## src/logic/mips_pkg.sv

```systemverilog
`default_nettype none

package mips_pkg;

    // --------------------------------------------------
    // Basic types
    // --------------------------------------------------
    typedef logic [31:0] word_t;
    typedef logic [4:0]  reg_addr_t;
    typedef logic [1:0]  tcount_t;

    typedef enum logic [5:0] {
        OP_SPECIAL = 6'h00,
        OP_J       = 6'h02,
        OP_JAL     = 6'h03,
        OP_BEQ     = 6'h04,
        OP_BNE     = 6'h05,
        OP_ORI     = 6'h0d,
        OP_LUI     = 6'h0f,
        OP_LW      = 6'h23,
        OP_SW      = 6'h2b
    } opcode_e;

    // R-type function field
    typedef enum logic [5:0] {
        FN_JR   = 6'h08,
        FN_ADDU = 6'h21,
        FN_SUBU = 6'h23,
        FN_AND  = 6'h24,
        FN_OR   = 6'h25,
        FN_SLT  = 6'h2a
    } funct_e;

    typedef enum logic [2:0] {ALU_ADD, ALU_SUB, ALU_AND, ALU_OR, ALU_SLT, ALU_LUI} alu_op_e;
    typedef enum logic [1:0] {NPC_SEQ, NPC_BRANCH, NPC_JUMP, NPC_JREG} npc_sel_e;
    typedef enum logic [1:0] {FWD_NONE, FWD_FROM_E, FWD_FROM_M, FWD_FROM_W} fwd_sel_e;
    typedef enum logic [1:0] {WR_ALU, WR_MEM, WR_PC8} wr_src_e;

    // --------------------------------------------------
    // Control and pipeline registers
    // --------------------------------------------------
    typedef struct packed {
        alu_op_e   alu_op;
        logic      alu_src_imm;
        wr_src_e   wr_src;
        logic      reg_we;
        logic      mem_we;
        reg_addr_t dest;
    } ctrl_t;

    typedef struct packed {
        word_t pc;
        word_t instr;
    } fd_t;

    typedef struct packed {
        word_t     pc;
        word_t     v1;
        word_t     v2;
        word_t     ext;
        reg_addr_t rs;
        reg_addr_t rt;
        ctrl_t     ctrl;
        tcount_t   tnew;
    } de_t;

    // tnew here is still the E-stage count
    typedef struct packed {
        word_t     pc;
        word_t     ao;
        word_t     v2;
        reg_addr_t rt;
        ctrl_t     ctrl;
        tcount_t   tnew;
    } em_t;

    typedef struct packed {
        word_t pc;
        word_t ao;
        word_t rd_data;
        ctrl_t ctrl;
    } mw_t;

    // --------------------------------------------------
    // Hazard timing
    // --------------------------------------------------
    localparam tcount_t TUSE_D    = 2'd0;
    localparam tcount_t TUSE_E    = 2'd1;
    localparam tcount_t TUSE_M    = 2'd2;
    localparam tcount_t TUSE_NONE = 2'd3;

    localparam tcount_t TNEW_PC8 = 2'd0;
    localparam tcount_t TNEW_ALU = 2'd1;
    localparam tcount_t TNEW_MEM = 2'd2;

    localparam word_t NOP_INSTR = 32'h0000_0000;

endpackage

`default_nettype wire

```

## src/logic/reg_file.sv

```systemverilog
`timescale 1ns/1ps
`default_nettype none

module reg_file
    import mips_pkg::*;
(
    input  logic      clk,
    input  logic      rst_n,
    input  reg_addr_t ra1,
    input  reg_addr_t ra2,
    input  reg_addr_t wa,
    input  logic      we,
    input  word_t     wd,
    output word_t     rd1,
    output word_t     rd2
);

    // r0 has no storage
    word_t regs [1:31];

    always_ff @(posedge clk or negedge rst_n) begin
        if (!rst_n) begin
            for (int i = 1; i < 32; i++) begin
                regs[i] <= '0;
            end
        end else if (we && (wa != 5'd0)) begin
            regs[wa] <= wd;
        end
    end

    assign rd1 = (ra1 == 5'd0) ? '0 : regs[ra1];
    assign rd2 = (ra2 == 5'd0) ? '0 : regs[ra2];

endmodule

`default_nettype wire

```

## config.mk

```make
export PLATFORM = sky130hd
export DESIGN_NAME = reg_file
export DESIGN_NICKNAME = d
export VERILOG_FILES = /design/src/logic/mips_pkg.sv /design/src/logic/reg_file.sv
export SDC_FILE = /design/constraint.sdc
export NUM_CORES = 2
export LEC_CHECK = 0
export BUFFER_PORTS_ARGS = -buffer_cell sky130_fd_sc_hd__buf_4
export CAP_MARGIN = 15
export CORE_UTILIZATION = 36
export CTS_BUF_LIST = sky130_fd_sc_hd__clkbuf_8
export CTS_CLUSTER_SIZE = 20
export DETAILED_ROUTE_END_ITERATION = 10
export PLACE_DENSITY = 0.61
export REMOVE_ABC_BUFFERS = 1
export SLEW_MARGIN = 10
export SYNTH_ARGS = -nofsm -noshare
export SYNTH_HDL_FRONTEND = slang
export SYNTH_SLANG_ARGS = --single-unit
```

## constraint.sdc

```tcl
create_clock -name clk -period 2.4 [get_ports clk]
set_input_delay 0.24 -clock clk [delete_from_list [all_inputs] [get_ports clk]]
set_output_delay 0.24 -clock clk [all_outputs]
set_load 0.01 [all_outputs]
```

==> flow_summary.json <==
{
  "die_height_um": 387.5,
  "multi_input_area_mm2": 0.02740,
  "drt-total-wl_um": 175500,
  "coreArea_mm2": 0.1477,
  "start_util_pct": 36.23,
  "ys_types": 46,
  "first_pass_iters": 8,
  "internal-power_mw": 35.25,
  "crit_path_start": "regs[657]",
  "top_register": "regs",
  "violations": "DRC, setup timing",
  "final_nets": 3937,
  "p_switching_mw": 14.24,
  "viasPerCell": 5.986,
  "instances_no_fill": 5949,
  "grt_pass1_vias": 37100,
  "cts_buffer_depth": 3,
  "path_clk_slew_ns": 0.06,
  "finClkSkew_ns": 0,
  "cp-end-kind": "output pin",
  "p_leak_nw": 27.83,
  "power_frac_comb_pct": 23.0,
  "reg.largest.list": "regs x992",
  "cp.required_ns": 2.16,
  "cp_data_arrival_time_ns": 2.63,
  "reg2reg_depth": 3,
  "cap_violations": 0,
  "grt_setup_unrepaired": "yes",
  "tightest_slew_ns": 0.9765,
  "crit_path_max_fanout": 3,
  "cts_made_buffers": 172,
  "fmax_ghz": 0.3480,
  "synth_ff_type": "dfrtp_1",
  "grt_pass1_wl_um": 260000,
  "final_hold_viol_count": 0,
  "clkPwrFrac_pct": 31.5,
  "post-place-cells": 5569,
  "vias": 35610,
  "switching_share_pct": 28.77,
  "io_buffers": 113,
  "hold_class": "in -> reg",
  "worst_slack_ns": -0.4735,
  "layout_common_cells": "mux2_2, dfrtp_1, mux4_2, buf_4, mux2i_1",
  "die_x_um": 387.5,
  "drv_slew": 0,
  "peakVddDrop_v": 0.0004985,
  "synthCells": 3612,
  "p_per_area_mw_per_mm2": 780.0,
  "netlist_area_mm2": 0.05349,
  "drt_iter0_drc": 3122,
  "finalSetupTns_ns": -18.91,
  "synth_seq_cells": 992,
  "synth_area_per_cell_um2": 14.81,
  "fin_crit_ns": 2.873,
  "wire_per_inst_um": 29.50,
  "largest_reg_flops": 992,
  "yosys_warnings": 0,
  "finalSetupViolations": 64,
  "htreeDepth": 4,
  "area_growth_pct": 18.60,
  "grt_max_degree": 73,
  "drive_above_1_share_pct": 55.95,
  "ios": 114,
  "min_from": "wa[3]",
  "final-seq-area_mm2": 0.02482,
  "criticalPathCategory": "reg -> out",
  "cts_sinks": 992,
  "rr_startpoint": "regs[559]",
  "relSlewSlack_pct": 34.66,
  "drc_errors": 4,
  "min_period_over_period_pct": 119.7,
  "final_common_cell": "mux2_2",
  "cp-start-kind": "flip-flop",
  "hold_path_depth": 5,
  "yosysSeqAreaShare_pct": 46.41,
  "async_flop_share_pct": 100.0,
  "antenna_found_initial": 9,
  "fillCellCount": 13280,
  "clock_tree.root_cell": "clkbuf_8",
  "gr-usage-all-layers_pct": 23.45,
  "status": "complete, but fails checks",
  "die-area_mm2": 0.1501,
  "synth_edf_count": 0,
  "rows": 141,
  "place_hpwl_um": 111700,
  "gp_congestion": 0.8130,
  "cts_tree": "built",
  "seq_power_share_pct": 45.4,
  "insertion_delay_ns": 0.89,
  "ant_nets": 0,
  "overflow": 0
}
## path summary, 6_finish.rpt
check	slack, ns	end
min in group asynchronous	0.20	regs[325]
setup reg to reg	1.36	regs[559]
hold / removal	0.15	regs[497]
max in group asynchronous	1.70	regs[906]
hold reg to reg	0.50	regs[775]
setup / recovery	-0.47	rd1[17]
## cells by family (layout without fill, tap and decap cells)
kind of cell / count (synthesis) / in the layout / share of synthesized area (%)
mux: 1713 / 1713 / 43.37
flops: 992 / 992 / 46.41
simple gates: 203 / 203 / 2.051
compound gates: 303 / 303 / 4.510
buf+inv: 401 / 803 / 3.658
other cells: 0 / 5 / 0
## power by group through the flow
stage	sequential (mW)	combinational (mW)	clock, mW
finish	22.5	11.4	15.6
global route	22.9	12.2	16.7
CTS	22.4	11.3	15.9
detailed placement	22.7	10.8	0
global placement	22.5	10.6	0
floorplan	21.8	7.24	0
## what timing repair did
item | CTS | global route
setup endpoints to repair | 64 | 64
hold buffers | 36 | 0
resized for setup | 88 | 36
endpoints found under the hold margin | 1984 | 0
pin swaps | 42 | 25
setup buffers | 31 | 10
## through the flow
stage                     setup WS [ns]  total power, mW  util, %  hold WS (ns)  cell area, um2
after CTS                       -0.5403            49.62    42.77       0.03339           63160
final                           -0.4735            49.49    42.96        0.1486           63440
after detailed placement        -0.1295            33.47    39.77        0.2680           58720
after global placement          -0.2680            33.10    39.75        0.2642           58690
after floorplan                 -0.7443            29.01        -      -0.05559           51570
after global routing            -0.5452            51.79    42.96        0.1227           63440
## metal layers
metal  vias up  track usage [%]  wire, um
li1      14570                -         -
met1     19340            32.06     75370
met2      1348            37.16     82840
met3       352            3.808     10470
met4         4            9.459      6791
met5         -                0        23
## cell type report
| cell class | instances | share of cell area, % |
|---|---|---|
| diodes | 5 | 0.01972 |
| inverters | 9 | 0.05325 |
| flip-flops and latches | 992 | 39.13 |
| repair buffers | 493 | 8.372 |
| clock inverters | 80 | 0.6390 |
| well taps | 1930 | 3.806 |
| multi-input cells | 2219 | 43.19 |
| clock buffers | 221 | 4.794 |
## critical path: stages, from the launching register on
cell and delay, ns:
dfrtp_1 0.40, mux4_2 0.47, mux2i_1 0.18, nor2_1 0.08, or3_4 0.45, buf_6 0.14
## cell usage after synthesis, drive strengths merged (9+ instances only)
cell type / count / area (um2)
nand2b: 9 / 56.30
nor3: 33 / 176.4
o22ai: 18 / 112.6
dfrtp: 992 / 24820
a221o: 17 / 170.2
a2111oi: 10 / 87.58
and3: 29 / 181.4
nand2: 21 / 78.83
a22oi: 102 / 765.7
nand3: 16 / 80.08
o31a: 28 / 245.2
buf: 230 / 1314
o22a: 16 / 140.1
mux2: 1069 / 12040
o211ai: 32 / 240.2
mux2i: 267 / 2673
mux4: 377 / 8491
nor2b: 44 / 275.3
nor2: 34 / 135.1
a221oi: 43 / 376.6
clkbuf: 162 / 609.3
No activity file was read; power rests on OpenSTA's default activity.
