--- src/logic/mips_pkg.sv ---
`default_nettype none

package mips_pkg;

    // --------------------------------------------------
    // Basic types
    // --------------------------------------------------
    typedef logic [31:0] word_t;
    typedef logic [4:0]  reg_addr_t;
    typedef logic [1:0]  tcount_t;

    typedef enum logic [5:0] {
        OP_SPECIAL = 6'h00,
        OP_J       = 6'h02,
        OP_JAL     = 6'h03,
        OP_BEQ     = 6'h04,
        OP_BNE     = 6'h05,
        OP_ORI     = 6'h0d,
        OP_LUI     = 6'h0f,
        OP_LW      = 6'h23,
        OP_SW      = 6'h2b
    } opcode_e;

    // R-type function field
    typedef enum logic [5:0] {
        FN_JR   = 6'h08,
        FN_ADDU = 6'h21,
        FN_SUBU = 6'h23,
        FN_AND  = 6'h24,
        FN_OR   = 6'h25,
        FN_SLT  = 6'h2a
    } funct_e;

    typedef enum logic [2:0] {ALU_ADD, ALU_SUB, ALU_AND, ALU_OR, ALU_SLT, ALU_LUI} alu_op_e;
    typedef enum logic [1:0] {NPC_SEQ, NPC_BRANCH, NPC_JUMP, NPC_JREG} npc_sel_e;
    typedef enum logic [1:0] {FWD_NONE, FWD_FROM_E, FWD_FROM_M, FWD_FROM_W} fwd_sel_e;
    typedef enum logic [1:0] {WR_ALU, WR_MEM, WR_PC8} wr_src_e;

    // --------------------------------------------------
    // Control and pipeline registers
    // --------------------------------------------------
    typedef struct packed {
        alu_op_e   alu_op;
        logic      alu_src_imm;
        wr_src_e   wr_src;
        logic      reg_we;
        logic      mem_we;
        reg_addr_t dest;
    } ctrl_t;

    typedef struct packed {
        word_t pc;
        word_t instr;
    } fd_t;

    typedef struct packed {
        word_t     pc;
        word_t     v1;
        word_t     v2;
        word_t     ext;
        reg_addr_t rs;
        reg_addr_t rt;
        ctrl_t     ctrl;
        tcount_t   tnew;
    } de_t;

    // tnew here is still the E-stage count
    typedef struct packed {
        word_t     pc;
        word_t     ao;
        word_t     v2;
        reg_addr_t rt;
        ctrl_t     ctrl;
        tcount_t   tnew;
    } em_t;

    typedef struct packed {
        word_t pc;
        word_t ao;
        word_t rd_data;
        ctrl_t ctrl;
    } mw_t;

    // --------------------------------------------------
    // Hazard timing
    // --------------------------------------------------
    localparam tcount_t TUSE_D    = 2'd0;
    localparam tcount_t TUSE_E    = 2'd1;
    localparam tcount_t TUSE_M    = 2'd2;
    localparam tcount_t TUSE_NONE = 2'd3;

    localparam tcount_t TNEW_PC8 = 2'd0;
    localparam tcount_t TNEW_ALU = 2'd1;
    localparam tcount_t TNEW_MEM = 2'd2;

    localparam word_t NOP_INSTR = 32'h0000_0000;

endpackage

`default_nettype wire

--- src/logic/fetch_unit.sv ---
`timescale 1ns/1ps
`default_nettype none

module fetch_unit
    import mips_pkg::*;
#(
    parameter word_t RESET_PC = 32'h0000_3000
) (
    input  logic        clk,
    input  logic        rst_n,
    input  logic        pc_en,
    input  npc_sel_e    npc_sel,
    input  logic        cmp_true,
    input  word_t       d_pc,
    input  logic [15:0] imm16,
    input  logic [25:0] imm26,
    input  word_t       jr_target,
    output word_t       pc
);

    word_t pc_plus4;
    word_t d_pc_plus4;
    word_t branch_target;
    word_t next_pc;

    assign pc_plus4      = pc + 32'd4;
    assign d_pc_plus4    = d_pc + 32'd4;
    // Offset counts words from the delay slot
    assign branch_target = d_pc_plus4 + {{14{imm16[15]}}, imm16, 2'b00};

    always_comb begin
        case (npc_sel)
            NPC_BRANCH: next_pc = cmp_true ? branch_target : pc_plus4;
            NPC_JUMP:   next_pc = {d_pc_plus4[31:28], imm26, 2'b00};
            NPC_JREG:   next_pc = jr_target;
            default:    next_pc = pc_plus4;
        endcase
    end

    always_ff @(posedge clk or negedge rst_n) begin
        if (!rst_n) begin
            pc <= RESET_PC;
        end else if (pc_en) begin
            pc <= next_pc;
        end
    end

endmodule

`default_nettype wire

--- config.mk ---
export PLATFORM = sky130hd
export DESIGN_NAME = fetch_unit
export DESIGN_NICKNAME = d
export VERILOG_FILES = /design/src/logic/mips_pkg.sv /design/src/logic/fetch_unit.sv
export SDC_FILE = /design/constraint.sdc
export NUM_CORES = 1
export LEC_CHECK = 0
export BUFFER_PORTS_ARGS = -buffer_cell sky130_fd_sc_hd__buf_2
export CAP_MARGIN = 10
export CORE_UTILIZATION = 30
export CTS_CLUSTER_DIAMETER = 30
export CTS_CLUSTER_SIZE = 28
export DETAILED_ROUTE_END_ITERATION = 16
export PLACE_DENSITY = 0.63
export SYNTH_ARGS = -nofsm -noshare
export SYNTH_HDL_FRONTEND = slang
export SYNTH_SLANG_ARGS = --single-unit
--- constraint.sdc ---
create_clock -name clk -period 3 [get_ports clk]
set_clock_uncertainty 0.1 [all_clocks]
set_input_delay 0.3 -clock clk [delete_from_list [all_inputs] [get_ports clk]]
set_output_delay 0.3 -clock clk [all_outputs]
set_load 0.01 [all_outputs]
==> flow_summary.rst <==
.. list-table::
   :header-rows: 1

   * - Metric
     - Value
   * - Maximum operating frequency
     - ~320 MHz
   * - Arrival time reported for the critical path endpoint
     - approximately 3.2 ns
   * - Min Hold Slack
     - -0.0223 ns
   * - Critical path fanouts, max
     - 4
   * - Master of the slowest instance on the critical path
     - o21ai_0
   * - CTS H-tree depth
     - 2
   * - Count of synthesis-stage warnings from yosys
     - 0
   * - Root buffer cell
     - clkbuf_16
   * - Pre-Repair DR Iteration Count
     - 5
   * - Logic pwr share
     - 0.541
   * - Via count
     - ~6100
   * - Final estimated routing congestion in global placement
     - roughly 0.94
   * - Total Wirelength
     - approximately 18 mm
   * - First-pass GRT wire length
     - just under 30 mm
   * - Wire per inst
     - between 15 and 20 um
   * - Half-perimeter wire length after detailed placement
     - ~14 mm
   * - Worst Setup End Kind
     - register
   * - Violated checks
     - hold timing, setup timing
   * - Remaining DRCs
     - 0
   * - Total net switching power
     - slightly above 1000 uW
   * - Filler cell count
     - roughly 1500
   * - Via density per instance
     - around 5.3
   * - Primary FF master, synth
     - dfrtp_1
   * - Synth Instances
     - 677
   * - Critical-path cell list
     - buf_6 > nand4_1 > nor4_4 > buf_4 > nand2_4 > nor2_1 > xor2_1 > ha_1 > buf_4 > nand2_1 > o21ai_0 > o22ai_1 > nor3_1 > a21oi_1 > xnor2_1 > nor3_1 > o2bb2ai_1
   * - Diode insertion count for antenna repair
     - 0
   * - Ys async rst share
     - 1.00
   * - Critical path data required time
     - slightly above 3 ns
   * - Total nets after synthesis
     - between 800 and 900
   * - Final critical-path setup slack
     - -0.107 ns
   * - Number of input and output port buffers inserted
     - 143
   * - Power per cell area
     - about 320 nW/um2
   * - Worst hold path class
     - input port to async pin
   * - Share of post-route cells with drive strength above 1
     - 0.438
   * - Area growth, synth to finish
     - 53.8%
   * - Number of primary I/O pins
     - ~140
   * - Sequential-to-total area share from yosys stat
     - 0.161
   * - Number of max-slew violations in the final report
     - 0
   * - Syn avg cell area
     - ~7.4 um2
   * - Status
     - finished with violations
   * - Overall global routing resource usage
     - 0.205
   * - Clock net sink count
     - 32
   * - Clock transition at path regs
     - 0.06 ns
   * - Floorplan Core Area
     - 16100 um2
   * - Hold violation total from the final report
     - 25
   * - Switching portion of total power
     - 0.409
   * - Top cell family by delay on the critical path
     - simple AND/OR/NAND/NOR gates
   * - Portion of total power attributed to the clock network
     - 0.206
   * - Post-Synthesis Cell Area
     - approximately 5000 um2
   * - Unique cell type count in the Yosys netlist
     - 71
   * - Part of the total power dissipated in sequential elements
     - 0.253
   * - Worst path max stage delay
     - 0.46 ns
   * - Worst slack after detailed placement
     - -0.561 ns
   * - Antenna violations before repair
     - 0
   * - CP bufs+invs
     - 3
   * - Violation count after the first detailed-route iteration
     - 477
   * - Max clock buf depth
     - 2
   * - Internal power
     - 1460 uW
   * - Critical path start-end classification
     - input port to register
   * - Number of CTS-inserted buffers
     - 5
   * - Biggest register
     - pc
   * - Clock tree from TritonCTS
     - yes
   * - Kind of start point of the critical path
     - input port
   * - Max-Slew Margin vs Limit
     - 0.494
   * - Static leakage power
     - 0.00344 uW
   * - Height of the die
     - 131 um
   * - Final Util
     - 0.479
   * - Actual transition at the worst max-transition pin
     - between 0.7 and 0.8 ns
   * - ANT nets after route
     - 0
   * - Max-cap violations
     - 0
   * - Crit share post-route
     - 1.04
   * - IR drop worst, VDD
     - approximately 200 uV
   * - Number of flip-flops in the largest register
     - 32
   * - Std cell rows
     - between 40 and 50
   * - Insertion delay to the later sink of the worst-skew pair
     - a little under 0.3 ns
   * - Number of enable flip-flop cells after synthesis
     - 0
   * - Layout net count
     - 1094
   * - Pin count of the biggest net entering global routing
     - 45
   * - Total overflow reported by the global router
     - 0
   * - Flop and latch count out of synthesis
     - 32
   * - Starting density of the core
     - 0.311
   * - Largest regs
     - pc x32
   * - Number of global-route vias before repair
     - about 5800
   * - Unrepaired setup endpoints after global routing
     - yes
   * - Total Die Area
     - approximately 17000 um2
   * - Horizontal die dimension
     - roughly 130 um
   * - Finish-stage setup viols
     - 6
   * - Total power
     - around 2500 uW
   * - Clock period minus worst slack
     - a little over 3 ns
## final timing paths
check                         start     end  slack, ns  cells past startpoint
hold reg to reg               pc[0]   pc[0]       0.38                      2
hold / removal                rst_n   pc[3]      -0.02                      1
min in group clk            d_pc[1]   pc[1]       0.21                      3
setup reg to reg             pc[12]  pc[29]       0.28                      8
setup / recovery           d_pc[12]  pc[31]      -0.11                     17
max in group asynchronous     rst_n  pc[16]       2.33                      1
## power groups by stage
stage / Clock [uW] / Sequential, uW / Combinational, uW
after floorplan: 0 / 638 / 630
after global placement: 0 / 625 / 1160
after detailed placement: 0 / 627 / 1160
after CTS: 515 / 620 / 1220
after global routing: 532 / 637 / 1450
final: 506 / 623 / 1330
## synthesized netlist by cell type (7+ instances only)
library cell / n / share of area
nor2_1: 42 / 0.032
nand3_1: 29 / 0.029
a221oi_1: 10 / 0.018
mux2i_1: 7 / 0.014
ha_1: 34 / 0.085
mux2_2: 20 / 0.045
nand2_1: 91 / 0.068
nor4_1: 7 / 0.0088
nor2b_1: 7 / 0.0088
nand4_1: 18 / 0.023
dfrtp_1: 30 / 0.15
a211oi_1: 7 / 0.011
xor2_1: 21 / 0.037
o21ai_0: 56 / 0.056
a21oi_1: 62 / 0.062
clkbuf_1: 22 / 0.017
xnor2_1: 36 / 0.063
nor3_1: 23 / 0.023
o211ai_1: 8 / 0.012
inv_1: 16 / 0.012
nand2b_1: 9 / 0.011
a21o_1: 8 / 0.012
a31oi_1: 7 / 0.0088
## cell type report
class                           instances  area, um2  share of cell area
Tap cell                              216        270              0.0351
Clock buffer                            5        125              0.0163
Timing Repair Buffer                  294       1930               0.251
Inverter                               17       63.8             0.00829
Clock inverter                          3       18.8             0.00244
Sequential cell                        32        803               0.104
Multi-Input combinational cell        597       4480               0.583
## metal layers
| layer | GRT usage | up-vias | routed length, um |
|---|---|---|---|
| li1 | - | 3077 | - |
| met1 | 0.288 | 2779 | 8590 |
| met2 | 0.324 | 243 | 8240 |
| met3 | 0.0255 | 33 | 1030 |
| met4 | 0.0667 | 0 | 427 |
| met5 | 0 | - | 0 |
## through the flow
stage                     cells  instance area (um2)  hold slack (ns)  TNS, ns
after CTS                  1156                 7290          0.00736   -0.159
after detailed placement   1132                 6820            0.315    -7.15
after global placement     1132                 6820            0.323    -6.13
final                      1164                 7690          -0.0223   -0.375
after global routing       1164                 7690           0.0460    -2.29
after floorplan             677                 5080          -0.0956   -0.406
## what timing repair did
| item | CTS | global route |
|---|---|---|
| pin swaps | 35 | 54 |
| hold endpoints to repair | 0 | 0 |
| setup endpoints to repair | 16 | 17 |
| hold buffers | 0 | 0 |
| buffers inserted | 16 | 10 |
| cloned | 0 | 0 |
| resized for setup | 41 | 64 |
## placed cells by master (no fill, tap or decap), types with 9 or more instances in the layout
cell,synthesis,routed
o21ai_0,56,48
buf_2,2,133
buf_4,0,149
dfrtp_1,30,30
xnor2_1,36,27
inv_1,16,16
a21oi_2,2,11
buf_6,0,11
nand4_1,18,18
nand3_1,29,26
mux2_2,20,20
a21oi_1,62,49
nand2b_1,9,9
xor2_1,21,20
nor3_1,23,18
nand2_1,91,87
ha_1,34,28
nor2_1,42,37
## logic make-up (layout without fill, tap and decap cells)
family                   Yosys count  after routing  synth area share
AND/OR/NAND/NOR                  263            263             0.266
AO/OA/AOI/OAI                    215            215             0.273
XOR/XNOR                          57             57            0.0998
buffers and inverters             48            319            0.0523
adder cells (fa/ha/maj)           35             35            0.0891
flip-flops                        32             32             0.161
multiplexers                      27             27            0.0590
Power figures use the tool's default switching activity.
