File: src/logic/mips_pkg.sv
`default_nettype none

package mips_pkg;

    // --------------------------------------------------
    // Basic types
    // --------------------------------------------------
    typedef logic [31:0] word_t;
    typedef logic [4:0]  reg_addr_t;
    typedef logic [1:0]  tcount_t;

    typedef enum logic [5:0] {
        OP_SPECIAL = 6'h00,
        OP_J       = 6'h02,
        OP_JAL     = 6'h03,
        OP_BEQ     = 6'h04,
        OP_BNE     = 6'h05,
        OP_ORI     = 6'h0d,
        OP_LUI     = 6'h0f,
        OP_LW      = 6'h23,
        OP_SW      = 6'h2b
    } opcode_e;

    // R-type function field
    typedef enum logic [5:0] {
        FN_JR   = 6'h08,
        FN_ADDU = 6'h21,
        FN_SUBU = 6'h23,
        FN_AND  = 6'h24,
        FN_OR   = 6'h25,
        FN_SLT  = 6'h2a
    } funct_e;

    typedef enum logic [2:0] {ALU_ADD, ALU_SUB, ALU_AND, ALU_OR, ALU_SLT, ALU_LUI} alu_op_e;
    typedef enum logic [1:0] {NPC_SEQ, NPC_BRANCH, NPC_JUMP, NPC_JREG} npc_sel_e;
    typedef enum logic [1:0] {FWD_NONE, FWD_FROM_E, FWD_FROM_M, FWD_FROM_W} fwd_sel_e;
    typedef enum logic [1:0] {WR_ALU, WR_MEM, WR_PC8} wr_src_e;

    // --------------------------------------------------
    // Control and pipeline registers
    // --------------------------------------------------
    typedef struct packed {
        alu_op_e   alu_op;
        logic      alu_src_imm;
        wr_src_e   wr_src;
        logic      reg_we;
        logic      mem_we;
        reg_addr_t dest;
    } ctrl_t;

    typedef struct packed {
        word_t pc;
        word_t instr;
    } fd_t;

    typedef struct packed {
        word_t     pc;
        word_t     v1;
        word_t     v2;
        word_t     ext;
        reg_addr_t rs;
        reg_addr_t rt;
        ctrl_t     ctrl;
        tcount_t   tnew;
    } de_t;

    // tnew here is still the E-stage count
    typedef struct packed {
        word_t     pc;
        word_t     ao;
        word_t     v2;
        reg_addr_t rt;
        ctrl_t     ctrl;
        tcount_t   tnew;
    } em_t;

    typedef struct packed {
        word_t pc;
        word_t ao;
        word_t rd_data;
        ctrl_t ctrl;
    } mw_t;

    // --------------------------------------------------
    // Hazard timing
    // --------------------------------------------------
    localparam tcount_t TUSE_D    = 2'd0;
    localparam tcount_t TUSE_E    = 2'd1;
    localparam tcount_t TUSE_M    = 2'd2;
    localparam tcount_t TUSE_NONE = 2'd3;

    localparam tcount_t TNEW_PC8 = 2'd0;
    localparam tcount_t TNEW_ALU = 2'd1;
    localparam tcount_t TNEW_MEM = 2'd2;

    localparam word_t NOP_INSTR = 32'h0000_0000;

endpackage

`default_nettype wire

File: src/logic/decode_control.sv
`timescale 1ns/1ps
`default_nettype none

module decode_control
    import mips_pkg::*;
(
    input  word_t    instr,
    output ctrl_t    ctrl,
    output npc_sel_e npc_sel,
    output logic     cmp_ne,
    output tcount_t  tuse_rs,
    output tcount_t  tuse_rt,
    output word_t    ext
);

    opcode_e   opcode;
    funct_e    funct;
    reg_addr_t rt;
    reg_addr_t rd;
    logic      r_alu;
    alu_op_e   r_op;
    logic      zero_ext;
    logic      we_raw;
    reg_addr_t dest;

    assign opcode = opcode_e'(instr[31:26]);
    assign funct  = funct_e'(instr[5:0]);
    assign rt     = instr[20:16];
    assign rd     = instr[15:11];

    // R-type ALU operation
    always_comb begin
        r_alu = 1'b1;
        r_op  = ALU_ADD;
        case (funct)
            FN_ADDU: r_op = ALU_ADD;
            FN_SUBU: r_op = ALU_SUB;
            FN_AND:  r_op = ALU_AND;
            FN_OR:   r_op = ALU_OR;
            FN_SLT:  r_op = ALU_SLT;
            default: r_alu = 1'b0;
        endcase
    end

    always_comb begin
        ctrl     = '0;
        npc_sel  = NPC_SEQ;
        cmp_ne   = 1'b0;
        tuse_rs  = TUSE_NONE;
        tuse_rt  = TUSE_NONE;
        zero_ext = 1'b0;
        we_raw   = 1'b0;
        dest     = '0;
        case (opcode)
            OP_SPECIAL: begin
                if (funct == FN_JR) begin
                    npc_sel = NPC_JREG;
                    tuse_rs = TUSE_D;
                end else if (r_alu) begin
                    ctrl.alu_op = r_op;
                    we_raw      = 1'b1;
                    dest        = rd;
                    tuse_rs     = TUSE_E;
                    tuse_rt     = TUSE_E;
                end
            end
            OP_ORI, OP_LUI: begin
                ctrl.alu_op      = (opcode == OP_ORI) ? ALU_OR : ALU_LUI;
                ctrl.alu_src_imm = 1'b1;
                zero_ext         = 1'b1;
                we_raw           = 1'b1;
                dest             = rt;
                tuse_rs          = (opcode == OP_ORI) ? TUSE_E : TUSE_NONE;
            end
            OP_LW: begin
                ctrl.alu_src_imm = 1'b1;
                ctrl.wr_src      = WR_MEM;
                we_raw           = 1'b1;
                dest             = rt;
                tuse_rs          = TUSE_E;
            end
            OP_SW: begin
                ctrl.alu_src_imm = 1'b1;
                ctrl.mem_we      = 1'b1;
                tuse_rs          = TUSE_E;
                tuse_rt          = TUSE_M;
            end
            OP_BEQ, OP_BNE: begin
                npc_sel = NPC_BRANCH;
                cmp_ne  = (opcode == OP_BNE);
                tuse_rs = TUSE_D;
                tuse_rt = TUSE_D;
            end
            OP_J: npc_sel = NPC_JUMP;
            OP_JAL: begin
                npc_sel     = NPC_JUMP;
                ctrl.wr_src = WR_PC8;
                we_raw      = 1'b1;
                dest        = 5'd31;
            end
            default: ;
        endcase
        // Writes to r0 are dropped here so no later stage sees them
        ctrl.dest   = dest;
        ctrl.reg_we = we_raw && (dest != 5'd0);
    end

    assign ext = zero_ext ? {16'h0000, instr[15:0]} : {{16{instr[15]}}, instr[15:0]};

endmodule

`default_nettype wire

File: config.mk
export PLATFORM = sky130hd
export DESIGN_NAME = decode_control
export DESIGN_NICKNAME = d
export VERILOG_FILES = /design/src/logic/mips_pkg.sv /design/src/logic/decode_control.sv
export SDC_FILE = /design/constraint.sdc
export NUM_CORES = 1
export LEC_CHECK = 0
export ABC_AREA = 1
export BUFFER_PORTS_ARGS = -buffer_cell sky130_fd_sc_hd__buf_2
export CELL_PAD_IN_SITES_DETAIL_PLACEMENT = 1
export CELL_PAD_IN_SITES_GLOBAL_PLACEMENT = 1
export CORE_UTILIZATION = 18
export DETAILED_ROUTE_END_ITERATION = 7
export PLACE_DENSITY = 0.89
export SLEW_MARGIN = 20
export SYNTH_ARGS = -nofsm -noshare
export SYNTH_HDL_FRONTEND = slang
export SYNTH_SLANG_ARGS = --single-unit
File: constraint.sdc
create_clock -name vclk -period 1.75
set_clock_uncertainty 0.15 [all_clocks]
set_input_delay 0.35 -clock vclk [all_inputs]
set_output_delay 0.35 -clock vclk [all_outputs]
set_load 0.005 [all_outputs]
==> impl_metrics.ini, run 1 <==
[placement]
hpwlAfterDp_microns = 2300
port-buffer-count = 69
place_inst = 232
dpl_cell_area_sq_um = 1090
place_congestion = 0.767

[power]
irDropWorstVdd_mv = 0.0770
cellPowerDensity_nw_per_um2 = 177
leakage_nw = 0.844
power_mw = 0.263

[sta]
final.period_utilization = 1.08
hold_ws_ns = 0.550
setup_viol = 24
final-max-slew-violation-count = 0
timing_hold_violations_final = 0
worst_slew_pin_slew_ns = 0.494
fin_crit_ns = 1.88
setup_tns_ns = -1.09
timing.final.ws_setup_ns = -0.132
maxClockFrequency_mhz = 531
max-slew-margin-rel = 0.671
rsz0062_at_grt = true

[critical_path]
cell_mode_on_critical_path = sky130_fd_sc_hd__nand3_4
cp_cell_sequence = buf_6 -> inv_4 -> nor2_4 -> nand3_4 -> nand3_4 -> buf_4 -> nor2_1 -> nand2_1 -> nand3_1 -> buf_2
max_stage_delay_ns = 0.19
critPathSlowestCell = sky130_fd_sc_hd__nor2_4
worstPathRequired_ns = 1.25
critical_path_peak_fanout = 6
critical_path.endpoint_type = primary output
worstSetupPathType = input pin to primary output
crit_arrival_ns = 1.38
worst_setup_path_start_kind = input pin

[global_routing]
gr-usage-all-layers = 0.139
via_count_of_the_first_global_routing_pass = 991
grt_overflow_total = 0
grt_max_degree = 17
global_route_wire_length_before_repair_microns = 4680
number_of_antenna_violations_at_the_first_check_in_global_routing = 0

[logic_synthesis]
netlist_instances = 119
synth-warning-count = 0
synthesis.nets = 151
most_frequent_cell_after_synthesis = sky130_fd_sc_hd__buf_4
syn_avg_cell_area_sq_um = 5.95
synth.top_cells.by_count = sky130_fd_sc_hd__buf_4 (31), sky130_fd_sc_hd__nand2_1 (18), sky130_fd_sc_hd__inv_1 (17)
synth_largest_area_cell = sky130_fd_sc_hd__buf_4
synth_area_leaders = sky130_fd_sc_hd__buf_4 (33%), sky130_fd_sc_hd__nand2_1 (9.5%), sky130_fd_sc_hd__inv_1 (9.0%), sky130_fd_sc_hd__nand3_1 (7.8%), sky130_fd_sc_hd__nor2_1 (5.3%)
synth_cell_type_count = 21
syn_area_sq_um = 708
sequential_share_of_the_synthesized_area = 0
synth_top_area_frac = 0.329

[route]
drt-pass1-iter-count = 4
drt_first_iter_violations = 10
route.detailed.drc = 0
drt-wirelength-per-cell_microns = 13.6
postRouteAntennaNets = 0
vias_per_cell = 4.34
dr_total_vias = 1041
totalWireLength_microns = 3260

[die]
floorplan.die.height_microns = 64.7
rows = 22
start_util = 0.191
io_pins = 84
die_area_sq_um = 4190
die_w_microns = 64.7
core_region_area_sq_um = 3720

[outcome]
run_status = complete, but fails checks
violated_checks = negative setup slack

[layout]
layout-drive-gt1-share = 0.849
finish.cell_count_without_fillers = 240
diodes = 0
n_sequential_cell = 0
clockBufferCount = 0
area.growth.synth_to_final_pct = 110
sequential_cell_area_sq_um = 0
final_net_count = 226
layout.cell_area.non_filler_sq_um = 1490

[clock_tree]
cts_hold_buffers = 0

[min_path]
worstHoldPathType = input pin to primary output

[job]
max-cap-violations = 0
## cells in the final DEF (no fill, tap or decap), drive strengths merged
master / Yosys / routed
nor4: 1 / 1
o32ai: 1 / 1
nand2: 23 / 23
inv: 19 / 19
buf: 31 / 103
o221ai: 1 / 1
a21oi: 6 / 6
nand3: 13 / 13
nand4: 4 / 4
nor2: 16 / 17
o21ai: 2 / 2
nor3: 2 / 2
## path summary, 6_finish.rpt
path	cells past startpoint	to	from
min	0	ext[10]	instr[10]
max	10	tuse_rs[1]	instr[5]
## logic make-up (layout without fill, tap and decap cells)
family | count (synthesis) | after routing | synth area share
and+or+nand+nor | 59 | 60 | 0.479
buffers and inverters | 50 | 122 | 0.429
AOI/OAI and AO/OA | 10 | 10 | 0.0919
## layout make-up
type	instances	area (sq um)
timing repair buffer	103	718
fill	475	2230
tap	48	60.1
inverter	19	78.8
multi-input combinational	70	633
## worst max-delay path: cells and delay by family
| kind | cells | cell delay, ns |
|---|---|---|
| buffers and inverters | 4 | 0.38 |
| and+or+nand+nor | 6 | 0.65 |
## power breakdown
group	internal (mW)	leakage [nW]	total (mW)	switching (mW)
logic	0.132	0.844	0.263	0.131
clock network	0	0	0	0
registers	0	0	0	0
total	0.132	0.844	0.263	0.131
## metrics by stage
step                      utilization  setup WS (ns)
final                           0.401         -0.132
after global placement          0.293         -0.166
after CTS                       0.346         -0.102
after floorplan                     -          0.122
after detailed placement        0.293         -0.229
after global routing            0.401         -0.234
## layer usage
| layer | share of wire | track usage |
|---|---|---|
| met2 | 0.56 | 0.283 |
| met5 | 0 | 0 |
| met1 | 0.39 | 0.165 |
| met4 | 0 | 0.00278 |
| met3 | 0.050 | 0.00528 |
## repair_timing
action	in CTS	in global routing
pin swaps	16	19
resized for setup	50	37
cloned	1	0
endpoints found under the hold margin	0	0
buffers inserted	1	6
endpoints found under the setup margin	32	32
Power figures use the tool's default switching activity.
==> run 2, diff against run 1 <==
- MAX_ROUTING_LAYER: not set -> met4
- REMOVE_ABC_BUFFERS: not set -> 1
==> run 2 against run 1 <==
  * The flow still finishes with violations (negative setup slack)
  * Highest routed layer is now met4
  * First-iteration DRC count fell by 20%
  * Cell count stayed put
  * Worst setup slack improved by 0.0018 ns
==> impl_metrics.ini, run 2 (synthesis results as in run 1) <==
[route]
dr_total_vias = 1020
drt_first_iter_violations = 8
vias_per_cell = 4.25
postRouteAntennaNets = 0
totalWireLength_microns = 2880
drt-wirelength-per-cell_microns = 12.0
route.detailed.drc = 0
drt-pass1-iter-count = 3

[sta]
maxClockFrequency_mhz = 532
max-slew-margin-rel = 0.806
final-max-slew-violation-count = 0
timing.final.ws_setup_ns = -0.130
final.period_utilization = 1.07
timing_hold_violations_final = 0
setup_viol = 13
rsz0062_at_grt = true
fin_crit_ns = 1.88
hold_ws_ns = 0.550
worst_slew_pin_slew_ns = 0.289

[die]
io_pins = 84
rows = 22
start_util = 0.191
floorplan.die.height_microns = 64.7
core_region_area_sq_um = 3720
die_area_sq_um = 4190
die_w_microns = 64.7

[global_routing]
grt_max_degree = 17
grt_overflow_total = 0
gr-usage-all-layers = 0.136
number_of_antenna_violations_at_the_first_check_in_global_routing = 0
global_route_wire_length_before_repair_microns = 4480
via_count_of_the_first_global_routing_pass = 1005

[layout]
n_sequential_cell = 0
clockBufferCount = 0
area.growth.synth_to_final_pct = 105
utilization = 0.392
layout-drive-gt1-share = 0.839
fillers = 493
diodes = 0
sequential_cell_area_sq_um = 0
leading_cell_type_in_the_layout_fill_and_taps_excluded = sky130_fd_sc_hd__buf_2
final_net_count = 226
commonest_cells_after_routing_fill_and_taps_aside = sky130_fd_sc_hd__buf_2 (57), sky130_fd_sc_hd__buf_4 (26), sky130_fd_sc_hd__buf_6 (16)
finish.cell_count_without_fillers = 240

[placement]
place_congestion = 0.801
hpwlAfterDp_microns = 2200
place_inst = 230
port-buffer-count = 69

[outcome]
run_status = complete, but fails checks
violated_checks = negative setup slack

[power]
irDropWorstVdd_mv = 0.0625
cellPowerDensity_nw_per_um2 = 173
leakage_nw = 0.833

[critical_path]
worstPathRequired_ns = 1.25
crit_arrival_ns = 1.38
critical_path_peak_fanout = 5
worst_setup_path_start_kind = input pin
critical_path.endpoint_type = primary output
worstSetupPathType = input pin to primary output

[job]
max-cap-violations = 0

[clock_tree]
cts_hold_buffers = 0

[min_path]
worstHoldPathType = input pin to primary output
[run 2: cell counts in the layout (fill, tap and decap cells not counted)]
No cell type changed its count.
[run 2: layer usage]
layer / vias to the layer above / global-route usage / wire length, microns
met5: - / - / 0
li1: 498 / - / -
met3: 4 / 0.0246 / 223
met2: 56 / 0.273 / 1610
met1: 462 / 0.133 / 998
met4: 0 / 0.0222 / 46
[run 2: final cells by class]
cell class,instances,area [sq um],area share
inverter,19,73.8,0.0507
timing repair buffer,103,721,0.495
tap,48,60.1,0.0413
multi-input combinational,70,601,0.413
[run 2: stage by stage]
step | power [mW] | worst slack [ns] | cell area [sq um] | setup TNS [ns]
finish | 0.252 | -0.130 | 1460 | -0.616
global route | 0.275 | -0.200 | 1460 | -1.87
CTS | 0.234 | -0.120 | 1330 | -0.507
detailed placement | 0.183 | -0.207 | 1070 | -1.56
global placement | 0.177 | -0.175 | 1070 | -1.13
floorplan | 0.0596 | -0.380 | 475 | -6.08
[run 2: worst paths after layout]
check | from | endpoint | slack (ns) | depth (start not counted)
min | instr[6] | ext[6] | 0.55 | 0
max | instr[31] | ctrl[6] | -0.13 | 9
[run 2: repair_timing]
| item | CTS | global route |
|---|---|---|
| cloned | 1 | 1 |
| buffers inserted | 5 | 4 |
| pin swaps | 27 | 14 |
| resized for setup | 59 | 28 |
| endpoints found under the setup margin | 16 | 34 |
[run 2: critical path: stages]
cell	delay, ns
sky130_fd_sc_hd__buf_8	0.10
sky130_fd_sc_hd__nor2_4	0.19
sky130_fd_sc_hd__nand2_4	0.13
sky130_fd_sc_hd__nor2_8	0.18
sky130_fd_sc_hd__nand2_4	0.08
sky130_fd_sc_hd__o21ai_4	0.13
sky130_fd_sc_hd__inv_2	0.05
sky130_fd_sc_hd__nand3_2	0.06
sky130_fd_sc_hd__buf_2	0.10
[run 2: report_power, final]
part           switching, mW  leakage [nW]  internal (mW)  total [mW]
clock network              0             0              0           0
registers                  0             0              0           0
logic                  0.124         0.833          0.129       0.252
total                  0.124         0.833          0.129       0.252
