[config.mk]
export PLATFORM = sky130hd
export DESIGN_NAME = exec_alu
export DESIGN_NICKNAME = d
export VERILOG_FILES = /design/src/logic/mips_pkg.sv /design/src/logic/exec_alu.sv
export SDC_FILE = /design/constraint.sdc
export NUM_CORES = 1
export LEC_CHECK = 0
export BUFFER_PORTS_ARGS = -buffer_cell sky130_fd_sc_hd__clkbuf_2
export CORE_MARGIN = 3
export CORE_UTILIZATION = 57
export DETAILED_ROUTE_END_ITERATION = 8
export GPL_TIMING_DRIVEN = 0
export PLACE_DENSITY = 0.85
export SLEW_MARGIN = 30
export SYNTH_ARGS = -nofsm -noshare
export SYNTH_HDL_FRONTEND = slang
export SYNTH_SLANG_ARGS = --single-unit
[constraint.sdc]
create_clock -name vclk -period 6.44
set_clock_uncertainty 0.15 [all_clocks]
set_input_delay 0.644 -clock vclk [all_inputs]
set_output_delay 0.644 -clock vclk [all_outputs]
set_load 0.02 [all_outputs]
[src/logic/mips_pkg.sv]
`default_nettype none

package mips_pkg;

    // --------------------------------------------------
    // Basic types
    // --------------------------------------------------
    typedef logic [31:0] word_t;
    typedef logic [4:0]  reg_addr_t;
    typedef logic [1:0]  tcount_t;

    typedef enum logic [5:0] {
        OP_SPECIAL = 6'h00,
        OP_J       = 6'h02,
        OP_JAL     = 6'h03,
        OP_BEQ     = 6'h04,
        OP_BNE     = 6'h05,
        OP_ORI     = 6'h0d,
        OP_LUI     = 6'h0f,
        OP_LW      = 6'h23,
        OP_SW      = 6'h2b
    } opcode_e;

    // R-type function field
    typedef enum logic [5:0] {
        FN_JR   = 6'h08,
        FN_ADDU = 6'h21,
        FN_SUBU = 6'h23,
        FN_AND  = 6'h24,
        FN_OR   = 6'h25,
        FN_SLT  = 6'h2a
    } funct_e;

    typedef enum logic [2:0] {ALU_ADD, ALU_SUB, ALU_AND, ALU_OR, ALU_SLT, ALU_LUI} alu_op_e;
    typedef enum logic [1:0] {NPC_SEQ, NPC_BRANCH, NPC_JUMP, NPC_JREG} npc_sel_e;
    typedef enum logic [1:0] {FWD_NONE, FWD_FROM_E, FWD_FROM_M, FWD_FROM_W} fwd_sel_e;
    typedef enum logic [1:0] {WR_ALU, WR_MEM, WR_PC8} wr_src_e;

    // --------------------------------------------------
    // Control and pipeline registers
    // --------------------------------------------------
    typedef struct packed {
        alu_op_e   alu_op;
        logic      alu_src_imm;
        wr_src_e   wr_src;
        logic      reg_we;
        logic      mem_we;
        reg_addr_t dest;
    } ctrl_t;

    typedef struct packed {
        word_t pc;
        word_t instr;
    } fd_t;

    typedef struct packed {
        word_t     pc;
        word_t     v1;
        word_t     v2;
        word_t     ext;
        reg_addr_t rs;
        reg_addr_t rt;
        ctrl_t     ctrl;
        tcount_t   tnew;
    } de_t;

    // tnew here is still the E-stage count
    typedef struct packed {
        word_t     pc;
        word_t     ao;
        word_t     v2;
        reg_addr_t rt;
        ctrl_t     ctrl;
        tcount_t   tnew;
    } em_t;

    typedef struct packed {
        word_t pc;
        word_t ao;
        word_t rd_data;
        ctrl_t ctrl;
    } mw_t;

    // --------------------------------------------------
    // Hazard timing
    // --------------------------------------------------
    localparam tcount_t TUSE_D    = 2'd0;
    localparam tcount_t TUSE_E    = 2'd1;
    localparam tcount_t TUSE_M    = 2'd2;
    localparam tcount_t TUSE_NONE = 2'd3;

    localparam tcount_t TNEW_PC8 = 2'd0;
    localparam tcount_t TNEW_ALU = 2'd1;
    localparam tcount_t TNEW_MEM = 2'd2;

    localparam word_t NOP_INSTR = 32'h0000_0000;

endpackage

`default_nettype wire

[src/logic/exec_alu.sv]
`timescale 1ns/1ps
`default_nettype none

module exec_alu
    import mips_pkg::*;
(
    input  word_t a,
    input  word_t b_reg,
    input  word_t imm,
    input  ctrl_t ctrl,
    output word_t ao
);

    word_t b;

    assign b = ctrl.alu_src_imm ? imm : b_reg;

    always_comb begin
        case (ctrl.alu_op)
            ALU_ADD: ao = a + b;
            ALU_SUB: ao = a - b;
            ALU_AND: ao = a & b;
            ALU_OR:  ao = a | b;
            // Signed compare
            ALU_SLT: ao = {31'd0, $signed(a) < $signed(b)};
            ALU_LUI: ao = {b[15:0], 16'h0000};
            default: ao = a + b;
        endcase
    end

endmodule

`default_nettype wire

==> results, run 1 <==
- The floorplan die area is 11220 um^2.
- In this run the most used layer during global routing was met2.
- The cell area power density is approximately 120 nW/um^2.
- Traced cell by cell, the critical path runs through clkbuf_1 > clkbuf_4 > mux2_2 > inv_1 > ha_1 > clkbuf_1 > nor3b_1 > o311ai_0 > and2_1 > a2111oi_2 > nor2_2 > o31ai_1 > a221oi_1 > o211ai_1 > o211ai_1 > clkbuf_2.
- In the synthesized netlist, the cells that appear most often are sky130_fd_sc_hd__inv_1, sky130_fd_sc_hd__ha_1, sky130_fd_sc_hd__a21oi_1.
- In the finished layout, the clock tree contains a buffer count of 0.
- The synthesized area divided by synthesized cell count is between 6 and 7 um^2.
- The number of global-route vias before repair came to 6622.
- The worst path uses 95.30% of the clock period.
- Counting I/O delays and the setup requirement, the final critical path takes 6.137 ns.
- The worst hold path belongs to the class input port to output pin.
- The max-slew violation count was 0.
- The number of placement rows is 35.
- Across the VDD grid, the largest voltage drop is 66.14 uV.
- The count of input and output buffers is 129.
- Setup violations remaining at the end of the flow were counted as 0.
- The number of setup buffers added after CTS is 0.
- The wire-length estimate of the detail-placed layout is about 17000 um.
- The area taken by flip-flops and latches is 0 um^2.
- The worst setup path is launched from an input port.
- Setup repair after global routing left no endpoint under its margin.
- The run finished with clean final reports.
- sky130_fd_sc_hd__ha_1 takes more of the synthesized area than any other cell.
- Sequential cells placed in the final layout were counted as 0.
- The fraction of met1 tracks used by global routing is 46.96%.
- For this run, the top clock speed supported by timing is ~0.16 GHz.
- The biggest fanout along the worst timing path is 19.
- By area the synthesized netlist is led by sky130_fd_sc_hd__ha_1, sky130_fd_sc_hd__a21oi_1, sky130_fd_sc_hd__inv_1.
- Summing over every cut layer, the via total after detailed routing is 7104.
- Entering global routing, the biggest net connects 20 pins.
- The total nets after synthesis is approximately 1100.
- The vertical extent of the die is 105.9 um.
- The synthesis-to-finish area growth is 14.42%.
- The antenna diode count is 0.
- The max-capacitance violation count is 0.
- The first global-routing pass estimated about 34000 um of wire.
- The post-layout total power is 0.0007684 W.
- The via density per instance is between 6 and 7.
- The post-route setup TNS is 0 ns.
- 141 I/O pins were placed.
- The post-detailed-routing wire length is around 21000 um.
- The final weighted congestion in routability-driven placement is approximately 1.0.
- The cell count after synthesis came out at 845.
- The area of placed instances is 6500 um^2.
- The origin of the worst min-delay path is imm[14].
- By startpoint and endpoint, the worst setup path is classified as input port to output pin.
- The endpoint type of the worst setup path is an output pin.
- The required time of the worst setup path is 5.65 ns.
- Global routing consumed, on the met3 layer, under 10% of the routing resources.
- The most critical setup path has its startpoint at ctrl[9].
- The delay of the slowest cell on the worst path is 0.78 ns.
- The number of DRC markers after the initial detailed-route iteration is about 760.
- The number of DRC violations after detailed routing is 0.
- The routed wirelength normalized by instance count is 19.43 um.
- The arrival time at the worst endpoint is 5.34 ns.
- During synthesis, Yosys emitted a total of 0 warnings.
- The fraction of the yosys area taken by sequential cells is 0%.
- The initial antenna violation count is 0.
- The remaining global-route overflow is 0.
- The floorplan step set the die width to 105.9 um.
- The count of cell types in the netlist is 70.
- Of the post-synthesis cell area, the dominant cell type holds between 20% and 30%.
- The most used standard cell by instance count after synthesis is sky130_fd_sc_hd__inv_1.
- Cells with a size suffix above 1 make up 17.57% of the layout.
- The total area inside the core boundary comes to 9459 um^2.
- Once detail routing completed, the nets flagged for antenna violations numbered 0.
- After the last flow step, the layout net total stands at 1193.
- For this design, the slowest cell found on the critical path is sky130_fd_sc_hd__o311ai_0.
- The first TritonRoute pass finished after 8 iterations.
- The transition time of the tightest slew-check pin is 0.9259 ns.
- The routing usage on met2 is 60.15%.
- The total leakage power is 3.286 nW.
- For this run, the total global-route usage over all layers was measured as 36.42%.
- The finished layout cell area is 6514 um^2.
- The effective utilization at floorplan is 60.19%.
- The worst pin sits at a relative slew slack of 37.49%.
- The final hold violation count came to 0.
- The combined area of all synthesized cells is between 5000 and 6000 um^2.
## what timing repair did
action                                 in CTS  in global routing
gates resized for setup                     3                  3
endpoints found under the hold margin       0                  0
setup endpoints to repair                  13                  2
hold buffers                                0                  0
## cells by family (layout without fill, tap and decap cells)
family                     Yosys count  in the layout  share of synthesized area [%]
and+or+nand+nor                    215            215                          18.15
AOI/OAI and AO/OA                  303            303                          35.96
adders and majority gates          109            109                          24.22
buffers and inverters              153            281                          10.35
xor gates and xnor gates            19             19                          2.923
muxes                               46             46                          8.396
## layout make-up
cell class / count / area, um^2
Tap cell: 129 / 161.4
Buffer: 43 / 187.7
Fill cell: 913 / 2945
Inverter: 109 / 409.1
Timing Repair Buffer: 129 / 645.6
Multi-Input combinational cell: 692 / 5110
## final timing paths
kind	end	depth (start not counted)	slack, ns
hold / removal	ao[30]	5	1.74
setup / recovery	ao[0]	16	0.30
## critical path, delay by kind of cell
family	cells	cell delay, ns
simple gates	3	0.75
mux	1	0.42
buf+inv	5	1.25
fa+ha+maj	1	0.17
compound gates	6	2.07
## through the flow
stage               hold WS, ns  utilization, %  instances  setup WS (ns)
floorplan                 1.508               -        845         0.4277
global placement          1.731           68.72       1103        -0.7533
detailed placement        1.741           68.72       1103        -0.8220
CTS                       1.742           68.77       1102        0.08777
global route              1.794           68.86       1102        0.04547
finish                    1.743           68.86       1102         0.3027
## metal layers
metal	vias up	wire length (um)
li1	3324	-
met1	3211	8215
met2	478	9483
met3	91	2638
met4	0	1074
met5	-	0
## placed cells by master (no fill, tap or decap), types with 4 or more instances in the layout
| master | count |
|---|---|
| sky130_fd_sc_hd__nand2b_1 | 13 |
| sky130_fd_sc_hd__a211oi_1 | 18 |
| sky130_fd_sc_hd__nand3_1 | 15 |
| sky130_fd_sc_hd__buf_1 | 5 |
| sky130_fd_sc_hd__buf_2 | 6 |
| sky130_fd_sc_hd__or3_1 | 6 |
| sky130_fd_sc_hd__nor3_1 | 13 |
| sky130_fd_sc_hd__a221oi_1 | 9 |
| sky130_fd_sc_hd__or4_1 | 4 |
| sky130_fd_sc_hd__o22ai_1 | 19 |
| sky130_fd_sc_hd__o21ai_0 | 50 |
| sky130_fd_sc_hd__xor2_1 | 5 |
| sky130_fd_sc_hd__ha_1 | 107 |
| sky130_fd_sc_hd__and2_1 | 4 |
| sky130_fd_sc_hd__o311a_1 | 4 |
| sky130_fd_sc_hd__clkbuf_2 | 129 |
| sky130_fd_sc_hd__nor2b_1 | 11 |
| sky130_fd_sc_hd__nor4_1 | 6 |
| sky130_fd_sc_hd__o22a_1 | 4 |
| sky130_fd_sc_hd__a21oi_1 | 81 |
| sky130_fd_sc_hd__mux2_2 | 14 |
| sky130_fd_sc_hd__o31ai_1 | 14 |
| sky130_fd_sc_hd__a21o_1 | 10 |
| sky130_fd_sc_hd__o21bai_1 | 5 |
| sky130_fd_sc_hd__o21a_1 | 8 |
| sky130_fd_sc_hd__a22oi_1 | 8 |
| sky130_fd_sc_hd__a31oi_1 | 11 |
| sky130_fd_sc_hd__nand3b_1 | 4 |
| sky130_fd_sc_hd__nand2_1 | 47 |
| sky130_fd_sc_hd__nor2_1 | 75 |
| sky130_fd_sc_hd__inv_1 | 108 |
| sky130_fd_sc_hd__o221ai_1 | 13 |
| sky130_fd_sc_hd__clkbuf_1 | 29 |
| sky130_fd_sc_hd__mux2i_1 | 32 |
| sky130_fd_sc_hd__o221a_2 | 4 |
| sky130_fd_sc_hd__o211ai_1 | 7 |
| sky130_fd_sc_hd__xnor2_1 | 14 |
## power by group
part	switching [W]	leakage (nW)	total [W]	internal, W
clock network	0	0	0	0
logic	0.000487	3.29	0.000768	0.000281
registers	0	0	0	0
(Power assumes the default switching activity.)
==> run 2: changes to the inputs <==
--- a/config.mk
+++ b/config.mk
@@ -13,2 +13,3 @@
 export PLACE_DENSITY = 0.85
+export SETUP_SLACK_MARGIN = 0.1
 export SLEW_MARGIN = 30
==> constraint.sdc (replaced) <==
create_clock -name vclk -period 6.44
set_clock_uncertainty 0.15 [all_clocks]
set_input_delay 1.288 -clock vclk [all_inputs]
set_output_delay 1.288 -clock vclk [all_outputs]
set_load 0.02 [all_outputs]
==> results, run 2 (synthesized netlist as in run 1, its figures left out) <==
- The die width came to 105.9 um (unchanged).
- The post-detailed-routing wire length is 23230 um (+8.5%).
- The final hold violation count is 0 (unchanged).
- The total of clock buffers placed in the layout is 0 (unchanged).
- The post-detailed-placement half-perimeter wirelength is 17160 um (-0.42%).
- The pin count of the biggest net entering global routing is 11 (-45%).
- The design internal power is 0.0003293 W (+17%).
- The biggest fanout along the worst timing path is 7 (-12).
- The part of the power in combinational logic came to 100.0% (about the same).
- Traced cell by cell, the critical path runs through buf_12 > buf_8 > buf_12 > mux2_4 > inv_4 > ha_4 > buf_6 > or4_4 > nor2_4 > o211ai_4 > a2111oi_4 > nor2_4 > or4_4 > a221oi_4 > a2111oi_4 > nor2_2 > clkbuf_8.
- The floorplan die area was 11220 um^2 (unchanged).
- The top cell types in the final layout, fill and taps aside, are sky130_fd_sc_hd__clkbuf_2, sky130_fd_sc_hd__inv_1, sky130_fd_sc_hd__ha_1.
- The number of nets in the layout was 1222 (+2.4%).
- The first-pass GRT wire length was 33470 um (-0.16%).
- The area occupied by multi-input gates came to 5439 um^2 (+6.4%).
- The number of global-route vias before repair is 6379 (-3.7%).
- The most common cell after layout, fill and taps aside is sky130_fd_sc_hd__clkbuf_2.
- The required time of the worst setup path is 5.00 ns (-0.65 ns).
- The final count of negative-setup-slack endpoints was 3 (+3).
- STA classifies the critical path endpoint as an output pin.
- The via density per instance is 6.647 (+3.1%).
- The number of placement rows is 35 (unchanged).
- The origin of the worst min-delay path is imm[14].
- The worst setup path is launched from an input port.
- The worst vdd rail ir drop is 71.88 uV (+8.7%).
- Setup repair after global routing could not meet its margin everywhere.
- The remaining global-route overflow was 0 (unchanged).
- Among all stages on the critical path, the largest delay is contributed by sky130_fd_sc_hd__or4_4.
- The final clock period utilization by the worst path was 102.4% (+7.1 points).
- The tightest slew margin relative to the limit is 41.23% (+3.7 points).
- The effective utilization at floorplan is 60.19% (unchanged).
- The cell area power density came to 119.5 nW/um^2 (+1.3%).
- The final core area utilization came to 76.05% (+7.2 points).
- The number of DRC violations after detailed routing came to 0 (unchanged).
- The delay of the slowest cell on the worst path is 0.54 ns (-0.24 ns).
- The worst setup path is of the input port to output pin kind.
- The min-delay analysis places its worst path in the category input port to output pin.
- The relative contribution of the clock network to total power came to 0% (unchanged).
- The pre-CTS worst setup slack is -0.5660 ns (+0.2560 ns).
- The part of the total power dissipated in sequential elements is 0% (unchanged).
- The initial antenna violation count was 1 (+1).
- The remaining number of nets flagged by the antenna check after routing came to 0 (unchanged).
- The routed wirelength normalized by instance count was 20.52 um (+5.6%).
- The switching power is 0.0005305 W (+8.8%).
- The fmax is 0.1516 GHz (-7.0%).
- The total leakage power came to 3.533 nW (+7.5%).
- The smallest setup slack after layout is -0.1568 ns (-0.4595 ns).
- The count of input and output buffers was 129 (unchanged).
- The critical path starts at ctrl[9].
- The final period demand of the worst path is 6.597 ns (+0.4595 ns).
- The arrival time at the worst endpoint is 5.16 ns (-0.18 ns).
- The number of DRC markers after the initial detailed-route iteration came to 1059 (+40%).
- The vertical extent of the die is 105.9 um (unchanged).
- The switching share of power was 61.70% (-1.7 points).
- In this run the worst setup path terminates at ao[26].
- The run finished, with violations left.
- The count of pins on the block boundary came to 141 (unchanged).
- The transition time of the tightest slew-check pin is 0.8815 ns (-0.04435 ns).
- The synthesis-to-finish area growth is 26.35%.
- The final weighted congestion in routability-driven placement came to 1.039 (+0.52%).
- The number of detailed-routing iterations run before antenna repair is 8 (unchanged).
- The total number of sequential cells is 0 (unchanged).
- The max-capacitance violation count came to 0 (unchanged).
- The area taken by flip-flops and latches is 0 um^2 (unchanged).
- The cts-stage hold buffer count came to 0 (unchanged).
- The fraction of final layout cells sized beyond drive strength 1 is 24.35% (+6.8 points).
- The total track usage came to 36.49% (+0.074 points).
- The number of fill cells is 798 (-13%).
- The total number of vias is 7524 (+5.9%).
- The max-slew violation count is 0 (unchanged).
- The placeable core region is 9459 um^2 (unchanged).
- The checks that failed: negative setup slack.
- The post-layout total power is 0.0008599 W (+12%).
[run 2: cell types whose count changed in the layout (fill, tap and decap cells not counted), sizes merged]
cell,delta
buf,+36
clkbuf,-6
clkdlybuf4s15,-1
diode,+1
[run 2: per-stage QoR]
step | setup TNS, ns | cell area (um^2) | hold WS (ns) | cells
floorplan | 0 | 5733 | 2.795 | 845
global placement | -2.440 | 6540 | 3.018 | 1103
detailed placement | -2.696 | 6540 | 3.041 | 1103
CTS | -0.03483 | 6775 | 3.041 | 1108
global route | -0.3060 | 7193 | 3.004 | 1132
finish | -0.1727 | 7193 | 2.976 | 1132
[run 2: how the worst min path moves through the flow]
stage                   to  slack, ns  cells past startpoint
CTS                 ao[30]       3.04                      5
global route        ao[30]       3.00                      5
finish              ao[30]       2.98                      5
detailed placement  ao[30]       3.04                      5
global placement     ao[8]       3.02                      7
floorplan           ao[23]       2.80                      3
[run 2: metal layers]
layer	part of all wire (%)	GRT usage [%]
met1	36	47.74
met2	45	60.79
met3	13	5.525
met4	5.9	13.04
met5	0	0
[run 2: critical path, delay by kind of cell]
family,cells,cell delay (ns)
buffers and inverters,6,0.72
adder cells (fa/ha/maj),1,0.20
multiplexers,1,0.35
AND/OR/NAND/NOR,5,1.52
AO/OA/AOI/OAI,4,1.06
[run 2: final cells by class]
type	count	share of cell area [%]
multi-input cells	692	75.61
diodes	1	0.03479
inverters	109	5.758
plain buffers	43	3.548
repair buffers	158	12.80
well taps	129	2.244
[run 2: what timing repair did]
item	CTS	global route
cloned	0	1
endpoints found under the setup margin	17	14
resized for setup	39	54
pin swaps	8	14
buffers inserted	5	23
endpoints found under the hold margin	0	0
[run 2: power groups by stage]
| stage | clock network (W) | registers (W) | logic, W |
|---|---|---|---|
| after floorplan | 0 | 0 | 0.000527 |
| after detailed placement | 0 | 0 | 0.000739 |
| after global routing | 0.0000000000208 | 0 | 0.000915 |
| final | 0.0000000000209 | 0 | 0.000860 |
| after CTS | 0 | 0 | 0.000773 |
| after global placement | 0 | 0 | 0.000732 |
